`src/rtl/tm_pkg.sv`:
```
`default_nettype none

// Shared constants and the register map of the traffic manager output stage.
package tm_pkg;

	// Port geometry.
	localparam int num_ports = 8; // Output ports 0 to 7.
	localparam int port_id_w = 3; // Enough bits to name any port.

	// Descriptor and queue sizing.
	localparam int desc_w = 16; // Only descriptors move, no payload.
	localparam int queue_depth = 8; // Entries in each per-port FIFO.
	localparam int queue_ptr_w = 3; // Read and write pointers wrap on their own.
	localparam int queue_cnt_w = queue_ptr_w + 1; // Occupancy must also hold the value 8.

	// Width of each per-port sent counter; the counters wrap.
	localparam int count_w = 16;

	// TDM frame layout.
	// A frame is slots 0 to slot_last, and the final slot belongs to a slow port.
	localparam int slot_last = 16;
	localparam int fast_last = 3; // Fast rotation covers ports 0 to 3.
	localparam int slow_last = 4; // Five slow entries per cycle of frames.
	localparam int slow_base = 5; // First slow port id.
	localparam int slow_ports = 3; // Ports 5, 6 and 7.

	// Counter widths derived from the limits above.
	localparam int slot_w = $clog2(slot_last + 1);
	localparam int fast_w = $clog2(fast_last + 1);
	localparam int slow_w = $clog2(slow_last + 1);

	// Wishbone bus widths.
	localparam int wb_adr_w = 4; // Word addresses 0 to 15.
	localparam int wb_data_w = 32;

	// Register word addresses.
	// The sent counters occupy 8 to 15, so reg_sent stands for the whole upper half.
	typedef enum logic [wb_adr_w-1:0] {
		reg_ctrl = 4'd0, // Bit 0 is the scheduler enable.
		reg_enq = 4'd1, // Write only; bits 18..16 port, bits 15..0 descriptor.
		reg_status = 4'd2, // Full flags low byte, nonempty flags next byte.
		reg_sent = 4'd8 // Sent counter of port (address - 8).
	} wb_reg_e;

endpackage

`default_nettype wire

```
`src/rtl/tm_dequeue.sv`:
```
`timescale 1ns/1ps
`default_nettype none

// Dequeue stage.
// The scheduler grant is masked with queue occupancy to form the pop.
// The popped head descriptor and its port id appear on the output one clock later.
// A grant to an empty queue simply wastes the slot.
module tm_dequeue import tm_pkg::*; (
	input wire logic clk,
	input wire logic reset,
	input wire logic [num_ports-1:0] sel_port,
	input wire logic [port_id_w-1:0] sel_port_id,
	input wire logic [num_ports-1:0] nonempty,
	input wire logic [num_ports-1:0][desc_w-1:0] head_desc,
	output logic [num_ports-1:0] pop,
	output logic out_valid,
	output logic [port_id_w-1:0] out_port,
	output logic [desc_w-1:0] out_desc,
	output logic [num_ports-1:0][count_w-1:0] sent_count
);

	logic any_pop; // Some queue gives up its head this cycle.

	// Pop is combinational so the FIFO advances on the same edge the output loads.
	assign pop = sel_port & nonempty;
	assign any_pop = |pop;

	// The valid flag is control state and is cleared by reset.
	always_ff @(posedge clk) begin
		if (reset) begin
			out_valid <= 1'b0;
		end else begin
			out_valid <= any_pop;
		end
	end

	// Port id and descriptor only load on a real pop.
	always_ff @(posedge clk) begin
		if (any_pop) begin
			out_port <= sel_port_id;
			out_desc <= head_desc[sel_port_id]; // Old head, before the pointer moves.
		end
	end

	// One sent counter per port, bumped on every pop of that port.
	// The counters wrap silently at 2^count_w.
	always_ff @(posedge clk) begin
		if (reset) begin
			sent_count <= '0;
		end else begin
			for (int i = 0; i < num_ports; i++) begin
				if (pop[i]) begin
					sent_count[i] <= sent_count[i] + 1'b1;
				end
			end
		end
	end

endmodule

`default_nettype wire

```
`src/rtl/tm_port_queues.sv`:
```
`timescale 1ns/1ps
`default_nettype none

// Eight descriptor FIFOs, one per output port.
// The host side pushes by port id, and the dequeue side pops by a one-hot vector.
// Each FIFO is a small circular buffer with its own pointers and occupancy.
module tm_port_queues import tm_pkg::*; (
	input wire logic clk,
	input wire logic reset,
	input wire logic push,
	input wire logic [port_id_w-1:0] push_port,
	input wire logic [desc_w-1:0] push_desc,
	input wire logic [num_ports-1:0] pop,
	output logic [num_ports-1:0][desc_w-1:0] head_desc,
	output logic [num_ports-1:0] nonempty,
	output logic [num_ports-1:0] full
);

	logic [desc_w-1:0] mem [num_ports][queue_depth]; // Descriptor storage.
	logic [queue_ptr_w-1:0] rd_ptr [num_ports]; // Head entry of each FIFO.
	logic [queue_ptr_w-1:0] wr_ptr [num_ports]; // Next free entry.
	logic [queue_cnt_w-1:0] count [num_ports]; // Entries held, 0 to 8.

	logic [num_ports-1:0] push_hit; // Push request decoded to a port.
	logic [num_ports-1:0] do_push;
	logic [num_ports-1:0] do_pop;

	assign push_hit = push ? (num_ports'(1) << push_port) : '0;

	// A pop of an empty FIFO is meaningless and is ignored.
	assign do_pop = pop & nonempty;

	// A push to a full FIFO is dropped.
	// When the same FIFO pops in that cycle a slot frees up, so both go through.
	assign do_push = push_hit & (~full | do_pop);

	for (genvar p = 0; p < num_ports; p++) begin : g_port

		assign nonempty[p] = (count[p] != '0);
		assign full[p] = (count[p] == queue_cnt_w'(queue_depth));

		// The head is read straight out of the buffer, no output register.
		assign head_desc[p] = mem[p][rd_ptr[p]];

		// Storage itself needs no reset; the pointers say what is valid.
		always_ff @(posedge clk) begin
			if (do_push[p]) begin
				mem[p][wr_ptr[p]] <= push_desc;
			end
		end

		always_ff @(posedge clk) begin
			if (reset) begin
				rd_ptr[p] <= '0;
				wr_ptr[p] <= '0;
				count[p] <= '0;
			end else begin
				// Pointers are exactly as wide as the depth, so they wrap by themselves.
				if (do_push[p]) begin
					wr_ptr[p] <= wr_ptr[p] + 1'b1;
				end
				if (do_pop[p]) begin
					rd_ptr[p] <= rd_ptr[p] + 1'b1;
				end
				case ({do_push[p], do_pop[p]})
					2'b10: count[p] <= count[p] + 1'b1;
					2'b01: count[p] <= count[p] - 1'b1;
					default: count[p] <= count[p]; // Both or neither leaves it unchanged.
				endcase
			end
		end

	end

endmodule

`default_nettype wire

```
`src/rtl/tm_port_scheduler.sv`:
```
`timescale 1ns/1ps
`default_nettype none

// Fixed TDM port scheduler.
// Each frame has 17 slots. Slots 0 to 15 rotate over the fast ports 0 to 3,
// and slot 16 is given to a slow port. Slow ports rotate 5, 6, 7, 5, 6
// across five frames. Port 4 is never granted in this configuration.
module tm_port_scheduler import tm_pkg::*; (
	input wire logic clk,
	input wire logic reset,
	input wire logic en,
	output logic [num_ports-1:0] sel_port,
	output logic [port_id_w-1:0] sel_port_id
);

	logic [slot_w-1:0] slot_cnt; // Position inside the current frame.
	logic [fast_w-1:0] fast_cnt; // Next fast port to serve.
	logic [slow_w-1:0] slow_cnt; // Index into the five-entry slow rotation.

	logic last_slot; // The slow slot closes the frame.
	logic [port_id_w-1:0] slow_id;
	logic [port_id_w-1:0] next_id;

	assign last_slot = (slot_cnt == slot_w'(slot_last));

	// Entries 0, 1, 2 map to ports 5, 6, 7 and entries 3, 4 wrap back to 5, 6.
	always_comb begin
		if (slow_cnt < slow_w'(slow_ports)) begin
			slow_id = port_id_w'(slow_base) + port_id_w'(slow_cnt);
		end else begin
			slow_id = port_id_w'(slow_base) + port_id_w'(slow_cnt - slow_w'(slow_ports));
		end
	end

	// Port id owning the slot the counters point at right now.
	assign next_id = last_slot ? slow_id : port_id_w'(fast_cnt);

	// Slot counters only move while enabled, so a pause resumes where it stopped.
	always_ff @(posedge clk) begin
		if (reset) begin
			slot_cnt <= '0;
			fast_cnt <= '0;
			slow_cnt <= '0;
		end else if (en) begin
			slot_cnt <= last_slot ? '0 : slot_cnt + 1'b1;
			if (last_slot) begin
				// Only the slow slot advances the slow rotation.
				slow_cnt <= (slow_cnt == slow_w'(slow_last)) ? '0 : slow_cnt + 1'b1;
			end else begin
				fast_cnt <= (fast_cnt == fast_w'(fast_last)) ? '0 : fast_cnt + 1'b1;
			end
		end
	end

	// The grant is registered, one cycle behind the counters.
	// With the enable low both outputs drop to zero and nothing is granted.
	always_ff @(posedge clk) begin
		if (reset) begin
			sel_port <= '0;
			sel_port_id <= '0;
		end else if (en) begin
			sel_port <= num_ports'(1) << next_id; // One-hot form of the same slot.
			sel_port_id <= next_id;
		end else begin
			sel_port <= '0;
			sel_port_id <= '0;
		end
	end

endmodule

`default_nettype wire

```
`src/rtl/tm_top.sv`:
```
`timescale 1ns/1ps
`default_nettype none

// Output stage of the traffic manager.
// Host enqueues through Wishbone, and the TDM scheduler drains the per-port queues.
module tm_top import tm_pkg::*; (
	input wire logic clk,
	input wire logic reset,
	input wire logic wb_cyc,
	input wire logic wb_stb,
	input wire logic wb_we,
	input wire logic [wb_adr_w-1:0] wb_adr,
	input wire logic [wb_data_w-1:0] wb_dat_w,
	output logic [wb_data_w-1:0] wb_dat_r,
	output logic wb_ack,
	output logic out_valid,
	output logic [port_id_w-1:0] out_port,
	output logic [desc_w-1:0] out_desc
);

	logic sched_en; // Control register bit 0.
	logic push;
	logic [port_id_w-1:0] push_port;
	logic [desc_w-1:0] push_desc;
	logic [num_ports-1:0] pop;
	logic [num_ports-1:0] nonempty;
	logic [num_ports-1:0] full;
	logic [num_ports-1:0][desc_w-1:0] head_desc; // Head of every queue at once.
	logic [num_ports-1:0] sel_port; // One-hot grant.
	logic [port_id_w-1:0] sel_port_id;
	logic [num_ports-1:0][count_w-1:0] sent_count;

	tm_wb_regs i_wb_regs (
		.clk(clk), .reset(reset),
		.wb_cyc(wb_cyc), .wb_stb(wb_stb), .wb_we(wb_we),
		.wb_adr(wb_adr), .wb_dat_w(wb_dat_w),
		.full(full), .nonempty(nonempty), .sent_count(sent_count),
		.wb_dat_r(wb_dat_r), .wb_ack(wb_ack), .sched_en(sched_en),
		.push(push), .push_port(push_port), .push_desc(push_desc)
	);

	tm_port_queues i_queues (
		.clk(clk), .reset(reset),
		.push(push), .push_port(push_port), .push_desc(push_desc), .pop(pop),
		.head_desc(head_desc), .nonempty(nonempty), .full(full)
	);

	tm_port_scheduler i_scheduler (
		.clk(clk), .reset(reset), .en(sched_en),
		.sel_port(sel_port), .sel_port_id(sel_port_id)
	);

	// Pop feeds back into the queues in the same cycle.
	tm_dequeue i_dequeue (
		.clk(clk), .reset(reset),
		.sel_port(sel_port), .sel_port_id(sel_port_id),
		.nonempty(nonempty), .head_desc(head_desc),
		.pop(pop), .out_valid(out_valid), .out_port(out_port), .out_desc(out_desc),
		.sent_count(sent_count)
	);

endmodule

`default_nettype wire

```
`src/rtl/tm_wb_regs.sv`:
```
`timescale 1ns/1ps
`default_nettype none

// Wishbone classic slave holding the host-visible registers.
// Every access gets a single-cycle ack, one clock after cyc and stb are seen.
// Writes, enqueue pushes and read data are all taken on the edge that raises ack.
module tm_wb_regs import tm_pkg::*; (
	input wire logic clk,
	input wire logic reset,
	input wire logic wb_cyc,
	input wire logic wb_stb,
	input wire logic wb_we,
	input wire logic [wb_adr_w-1:0] wb_adr,
	input wire logic [wb_data_w-1:0] wb_dat_w,
	input wire logic [num_ports-1:0] full,
	input wire logic [num_ports-1:0] nonempty,
	input wire logic [num_ports-1:0][count_w-1:0] sent_count,
	output logic [wb_data_w-1:0] wb_dat_r,
	output logic wb_ack,
	output logic sched_en,
	output logic push,
	output logic [port_id_w-1:0] push_port,
	output logic [desc_w-1:0] push_desc
);

	logic req; // A new access that has not been acked yet.
	logic wr_req;
	logic rd_req;
	wb_reg_e reg_sel; // Decoded register.
	logic [wb_data_w-1:0] rd_data;

	// While ack is high the same access is still on the bus, so it is not new.
	assign req = wb_cyc & wb_stb & ~wb_ack;
	assign wr_req = req & wb_we;
	assign rd_req = req & ~wb_we;

	// The whole upper half of the map is the sent counter window.
	// Unused lower addresses fall through to the default arms below.
	assign reg_sel = wb_adr[wb_adr_w-1] ? reg_sent : wb_reg_e'(wb_adr);

	// Enqueue fields come straight off the write data.
	assign push = wr_req & (reg_sel == reg_enq);
	assign push_port = wb_dat_w[desc_w +: port_id_w]; // Bits 18..16.
	assign push_desc = wb_dat_w[desc_w-1:0]; // Bits 15..0.

	// Read multiplexer.
	always_comb begin
		case (reg_sel)
			reg_ctrl: rd_data = wb_data_w'(sched_en);
			reg_status: rd_data = wb_data_w'({nonempty, full});
			reg_sent: rd_data = wb_data_w'(sent_count[wb_adr[port_id_w-1:0]]);
			default: rd_data = '0; // The enqueue register is write only, others unmapped.
		endcase
	end

	// Ack and the control register.
	always_ff @(posedge clk) begin
		if (reset) begin
			wb_ack <= 1'b0;
			sched_en <= 1'b0; // The scheduler comes up stopped.
		end else begin
			wb_ack <= req; // High for exactly one cycle per access.
			if (wr_req && (reg_sel == reg_ctrl)) begin
				sched_en <= wb_dat_w[0];
			end
		end
	end

	// Read data is sampled with the access so it is stable during ack.
	always_ff @(posedge clk) begin
		if (rd_req) begin
			wb_dat_r <= rd_data;
		end
	end

endmodule

`default_nettype wire

```
`config.mk`:
```
export PLATFORM = sky130hd
export DESIGN_NAME = tm_top
export DESIGN_NICKNAME = d
export VERILOG_FILES = /design/src/rtl/tm_pkg.sv /design/src/rtl/tm_dequeue.sv /design/src/rtl/tm_port_queues.sv /design/src/rtl/tm_port_scheduler.sv /design/src/rtl/tm_top.sv /design/src/rtl/tm_wb_regs.sv
export SDC_FILE = /design/constraint.sdc
export NUM_CORES = 2
export LEC_CHECK = 0
export BUFFER_PORTS_ARGS = -buffer_cell sky130_fd_sc_hd__buf_2
export CORE_ASPECT_RATIO = 0.8
export CORE_MARGIN = 2
export CORE_UTILIZATION = 59
export CTS_BUF_LIST = sky130_fd_sc_hd__clkbuf_8
export CTS_CLUSTER_DIAMETER = 40
export DETAILED_ROUTE_END_ITERATION = 7
export GPL_TIMING_DRIVEN = 0
export PLACE_DENSITY = 0.81
export SYNTH_ARGS = -nofsm -noshare
export SYNTH_HDL_FRONTEND = slang
export SYNTH_SLANG_ARGS = --single-unit
```
`constraint.sdc`:
```
create_clock -name clk -period 3.6 [get_ports clk]
set_input_delay 0.36 -clock clk [delete_from_list [all_inputs] [get_ports clk]]
set_output_delay 0.36 -clock clk [all_outputs]
set_load 0.01 [all_outputs]
```
==> results.env <==
REG2REG_SLACK_NS=0.004
POST_SYNTHESIS_ASYNC_SET_OR_RESET_FLOP_SHARE_PCT=0
TIMING.RR.END='i_dequeue.out_desc[14]'
I_O_PIN_COUNT=94
SWITCHING_SHARE_PCT=22.46
CRITICALPATHCATEGORY='flop to flop'
STATUS='finished, final reports clean'
HOLD_CLASS='input pin to flop'
SYNTH_SEQ_AREA_SHARE_PCT=70.39
SYN2LAYOUT_AREA_GROWTH_PCT=12.42
COUNT_OF_FLIP_FLOPS_WITH_A_BUILT_IN_ENABLE_AFTER_SYNTHESIS=1139
CP-START-KIND='flop'
WORST_SKEW_PAIR.LATE_LATENCY_NS=0.88
YOSYSUNIQUECELLTYPES=63
GRT_OVERFLOW_TOTAL=0
WHS_PATH_DEPTH=1
INITIAL_UTILIZATION_PCT=59.36
DPL.HPWL_MM=86.86
PRE_CTS_WS_NS=-0.7905
VIA_COUNT=30720
LAYOUT.NETS=3521
SWITCHINGPOWER_uW=6331
CRIT_FANOUT=10
GRT.TOTAL_USAGE_PCT=28.43
DRCVIOLATIONCOUNT=0
SYNTHESIS.INSTANCES=3078
FINALWIRELENGTH_MM=129.9
SYNTH_TOP_CELL_AREA_SHARE_PCT=64.64
FLOORPLAN.ROWS=98
FINALCLOCKSKEW_NS=0.06169
TIMING.CRITICAL_PATH.TO_TYPE='flop'
CLKTRANSATPATHREGS_NS=0.06
DIE-HEIGHT_UM=271.9
GLOBAL_ROUTE.USAGE.MET2_PCT=43.51
HOLDWS_NS=0.05752
MAX_CAP_VIOL_COUNT=0
SYNTH_TOP_AREA_CELL='edfxtp_1'
VDD.IR_DROP.WORST_mV=0.3614
PLACED_CELL_AREA_SQ_UM=55920
P_COMB_SHARE_PCT=3.7
POST-LAYOUT-TOTAL-POWER_uW=28190
DRT_PASS1_ITERATIONS=7
SYNTH.AREA.TOP_CELLS='edfxtp_1, mux4_2, dfxtp_1'
DESIGN_AREA_SQ_UM=59490
SETUP_VIOL=0
DIE-AREA_SQ_UM=92110
DRV_SLEW=0
USE_MET3_PCT=7.363
CTS_TREE='built'
MAX_SLEW.WORST_PIN.SLEW_NS=1.403
DRIVE_ABOVE_1_SHARE_PCT=24.55
POWER.SHARE.CLOCK_PCT=38.2
YS_SEQ_ELEMENTS=1291
SYNTH_AREA_SQ_UM=52920
CORE_AREA_SQ_UM=89140
LAYOUT_MIN_CYCLE_TIME_NS=3.596
DIE_SPAN_X_UM=338.8
P_INT_uW=21860
CRIT-REG2REG-LAUNCH='i_scheduler.sel_port_id[0]'
TOP_USAGE_LAYER='met2'
CELLPOWERDENSITY_nW_PER_UM2=473.9
GRT_PASS1_WL_MM=192.2
FINAL_CELL_COUNT_NO_FILL=4761
GR-USAGE-MET1_PCT=40.26
PLACE.PORT_BUFFERS=62
WORST-ENDPOINT-REQUIRED_NS=4.16
CLK_PATH_BUF_DEPTH=3
SHARE_SEQ_OF_TOTAL_POWER_PCT=58.1
TIMING.FMAX_GHz=0.2781
GRT_ANTENNA_BEFORE_REPAIR=7
DRT_ITER0_DRC=4462
HOLD-PATH-ENDPOINT='i_queues.mem[1][6]'
WORST-ENDPOINT-ARRIVAL_NS=4.16
MAX-SLEW-MARGIN-REL_PCT=6.498
POST-PLACE-CELLS=4423
POSTSYNTHAREAPERCELL_SQ_UM=17.19
CTS_ROOT_BUF='clkbuf_8'
GRT_START_MAX_NET_PINS=66
GP_CONGESTION=0.9067
GRT_SETUP_UNREPAIRED='no'
YOSYS_WARNINGS=0
R2R.WORST_PATH.CELLS=6
MOST_COMMON_FLOP_CELL_MAPPED_BY_YOSYS='edfxtp_1'
NFILLCELLS=5712
CTS_NUM_SINKS=1291
FINAL.PERIOD_UTILIZATION_PCT=99.89
HOLD_VIOL_FINAL=0
HOLD_START='wb_dat_w[6]'
POSTLAYOUTSETUPSLACKWORST_NS=0.003860
ROUTE.DETAILED.WL_PER_INST_UM=27.28
FINAL_ANTENNA_NET_COUNT=0
FIRST_GLOBAL_VIAS=30140
CTS-BUFFERS-INSERTED=187
VIAS_PER_CELL=6.452
LEAK_PWR_uW=0.01924
HTREEDEPTH=4
## sequential cells by signal, indices dropped and copies added, names as in the netlist
name                     count
i_wb_regs.wb_dat_r          16
i_dequeue.out_port           3
i_wb_regs.wb_ack             1
i_dequeue.out_valid          1
i_scheduler.fast_cnt         2
i_queues.wr_ptr             24
i_dequeue.sent_count       128
i_scheduler.sel_port_id      3
i_queues.count              32
i_scheduler.sel_port         8
i_wb_regs.sched_en           1
i_scheduler.slot_cnt         5
i_scheduler.slow_cnt         3
i_dequeue.out_desc          16
i_queues.mem              1024
i_queues.rd_ptr             24
## how the worst max path moves through the flow
stage | start | to | slack (ns) | cells past startpoint
2_1_floorplan | wb_adr[1] | i_queues.mem[1][496] | 0.004 | 5
3_3_place_gp | wb_adr[1] | i_queues.mem[0][500] | -1.73 | 5
3_5_place_dp | i_queues.count[1][8] | i_dequeue.out_desc[7] | -0.79 | 7
4_1_cts | i_scheduler.sel_port_id[0] | i_dequeue.out_desc[4] | 0.02 | 8
5_1_grt | i_scheduler.sel_port_id[0] | i_dequeue.out_desc[14] | 0.001 | 6
6_report | i_scheduler.sel_port_id[0] | i_dequeue.out_desc[14] | 0.004 | 6
## cells in the mapped netlist, types with 14 or more instances
cell type / count
or3_1: 39
xor2_1: 26
nor4_1: 16
nor2_1: 184
buf_1: 30
clkbuf_1: 62
o21ai_0: 62
edfxtp_1: 1139
inv_1: 53
a21oi_1: 72
a221oi_1: 14
mux2_2: 60
nor2b_1: 23
nand2_1: 142
dfxtp_1: 152
and3_1: 26
mux2i_1: 52
nand2b_1: 30
buf_2: 41
buf_4: 17
nand4_1: 46
mux4_2: 284
ha_1: 58
nand3_1: 46
o22ai_1: 56
nor3b_1: 21
nor3_1: 110
xnor2_1: 73
## per-layer routing
metal / up-vias / routed length (um) / share of wire [%]
li1: 12990 / - / -
met1: 15570 / 50140 / 39
met2: 1907 / 60230 / 46
met3: 253 / 15540 / 12
met4: 0 / 3958 / 3.0
met5: - / 0 / 0
## placed cells by master (no fill, tap or decap), types with 22 or more instances in the layout
| cell | netlist | routed |
|---|---|---|
| nand4_1 | 46 | 46 |
| o21ai_0 | 62 | 62 |
| and3_1 | 26 | 26 |
| edfxtp_1 | 1139 | 1139 |
| buf_6 | 1 | 26 |
| nor2b_1 | 23 | 23 |
| ha_1 | 58 | 58 |
| clkbuf_8 | 0 | 195 |
| nand2b_1 | 30 | 30 |
| o22ai_1 | 56 | 56 |
| nor3_2 | 1 | 24 |
| mux2_2 | 60 | 60 |
| mux2i_1 | 52 | 52 |
| buf_8 | 0 | 29 |
| dfxtp_1 | 152 | 152 |
| nor3_1 | 110 | 85 |
| nand2_1 | 142 | 140 |
| inv_1 | 53 | 113 |
| mux4_2 | 284 | 284 |
| nor2_1 | 184 | 162 |
| clkbuf_1 | 62 | 61 |
| clkinv_1 | 7 | 38 |
| buf_4 | 17 | 35 |
| nor2_2 | 0 | 22 |
| or3_1 | 39 | 39 |
| nand3_1 | 46 | 46 |
| a21oi_1 | 72 | 72 |
| xor2_1 | 26 | 26 |
| buf_1 | 30 | 30 |
| xnor2_1 | 73 | 73 |
| buf_2 | 41 | 99 |
## cell families (layout without fill, tap and decap cells)
group / count (synthesis) / count (layout) / share of synthesized area (%)
multiplexers: 396 / 396 / 14.35
XOR/XNOR: 99 / 99 / 1.639
other: 1 / 17 / 0.007087
adder cells (fa/ha/maj): 58 / 58 / 1.371
flip-flops: 1291 / 1291 / 70.39
AO/OA/AOI/OAI: 284 / 284 / 3.440
buffers and inverters: 213 / 680 / 1.743
AND/OR/NAND/NOR: 736 / 736 / 7.065
## critical path: stages, from the launching register on
cell,delay (ns)
dfxtp_1,0.32
clkbuf_1,0.35
clkbuf_2,0.39
nor2_1,1.03
a22oi_1,0.55
o31ai_1,0.35
o211ai_1,0.26
## layout make-up
type / count / area [sq um] / share of cell area (%)
antenna: 1 / 2.502 / 0.004207
timing repair buffer: 140 / 1272 / 2.139
multi-input combinational: 1589 / 15160 / 25.49
clock buffer: 195 / 2684 / 4.512
inverter: 62 / 242.7 / 0.4080
buffer: 151 / 690.7 / 1.161
tap: 1200 / 1501 / 2.524
clock inverter: 132 / 686.9 / 1.155
sequential: 1291 / 37250 / 62.61
## stage by stage
step	setup TNS [ns]	utilization (%)
2_1_floorplan	0	-
3_3_place_gp	-650.48	61.48
3_5_place_dp	-18.20	62.73
4_1_cts	0	66.60
5_1_grt	0	66.73
6_report	0	66.73
## power by group through the flow
stage | registers (uW) | logic [uW] | clock network [uW]
floorplan | 16700 | 544 | 0
global placement | 16700 | 968 | 0
detailed placement | 16700 | 1010 | 0
CTS | 16400 | 1010 | 10800
global route | 16400 | 1090 | 11500
finish | 16400 | 1030 | 10800
## repair_timing
action,CTS,global route
gates cloned,0,0
hold buffers,5,2
gates resized for setup,5,11
setup endpoints to repair,35,28
endpoints found under the hold margin,8,32
buffers inserted,1,0
pin swaps,0,0
No activity file was read; power rests on OpenSTA's default activity.
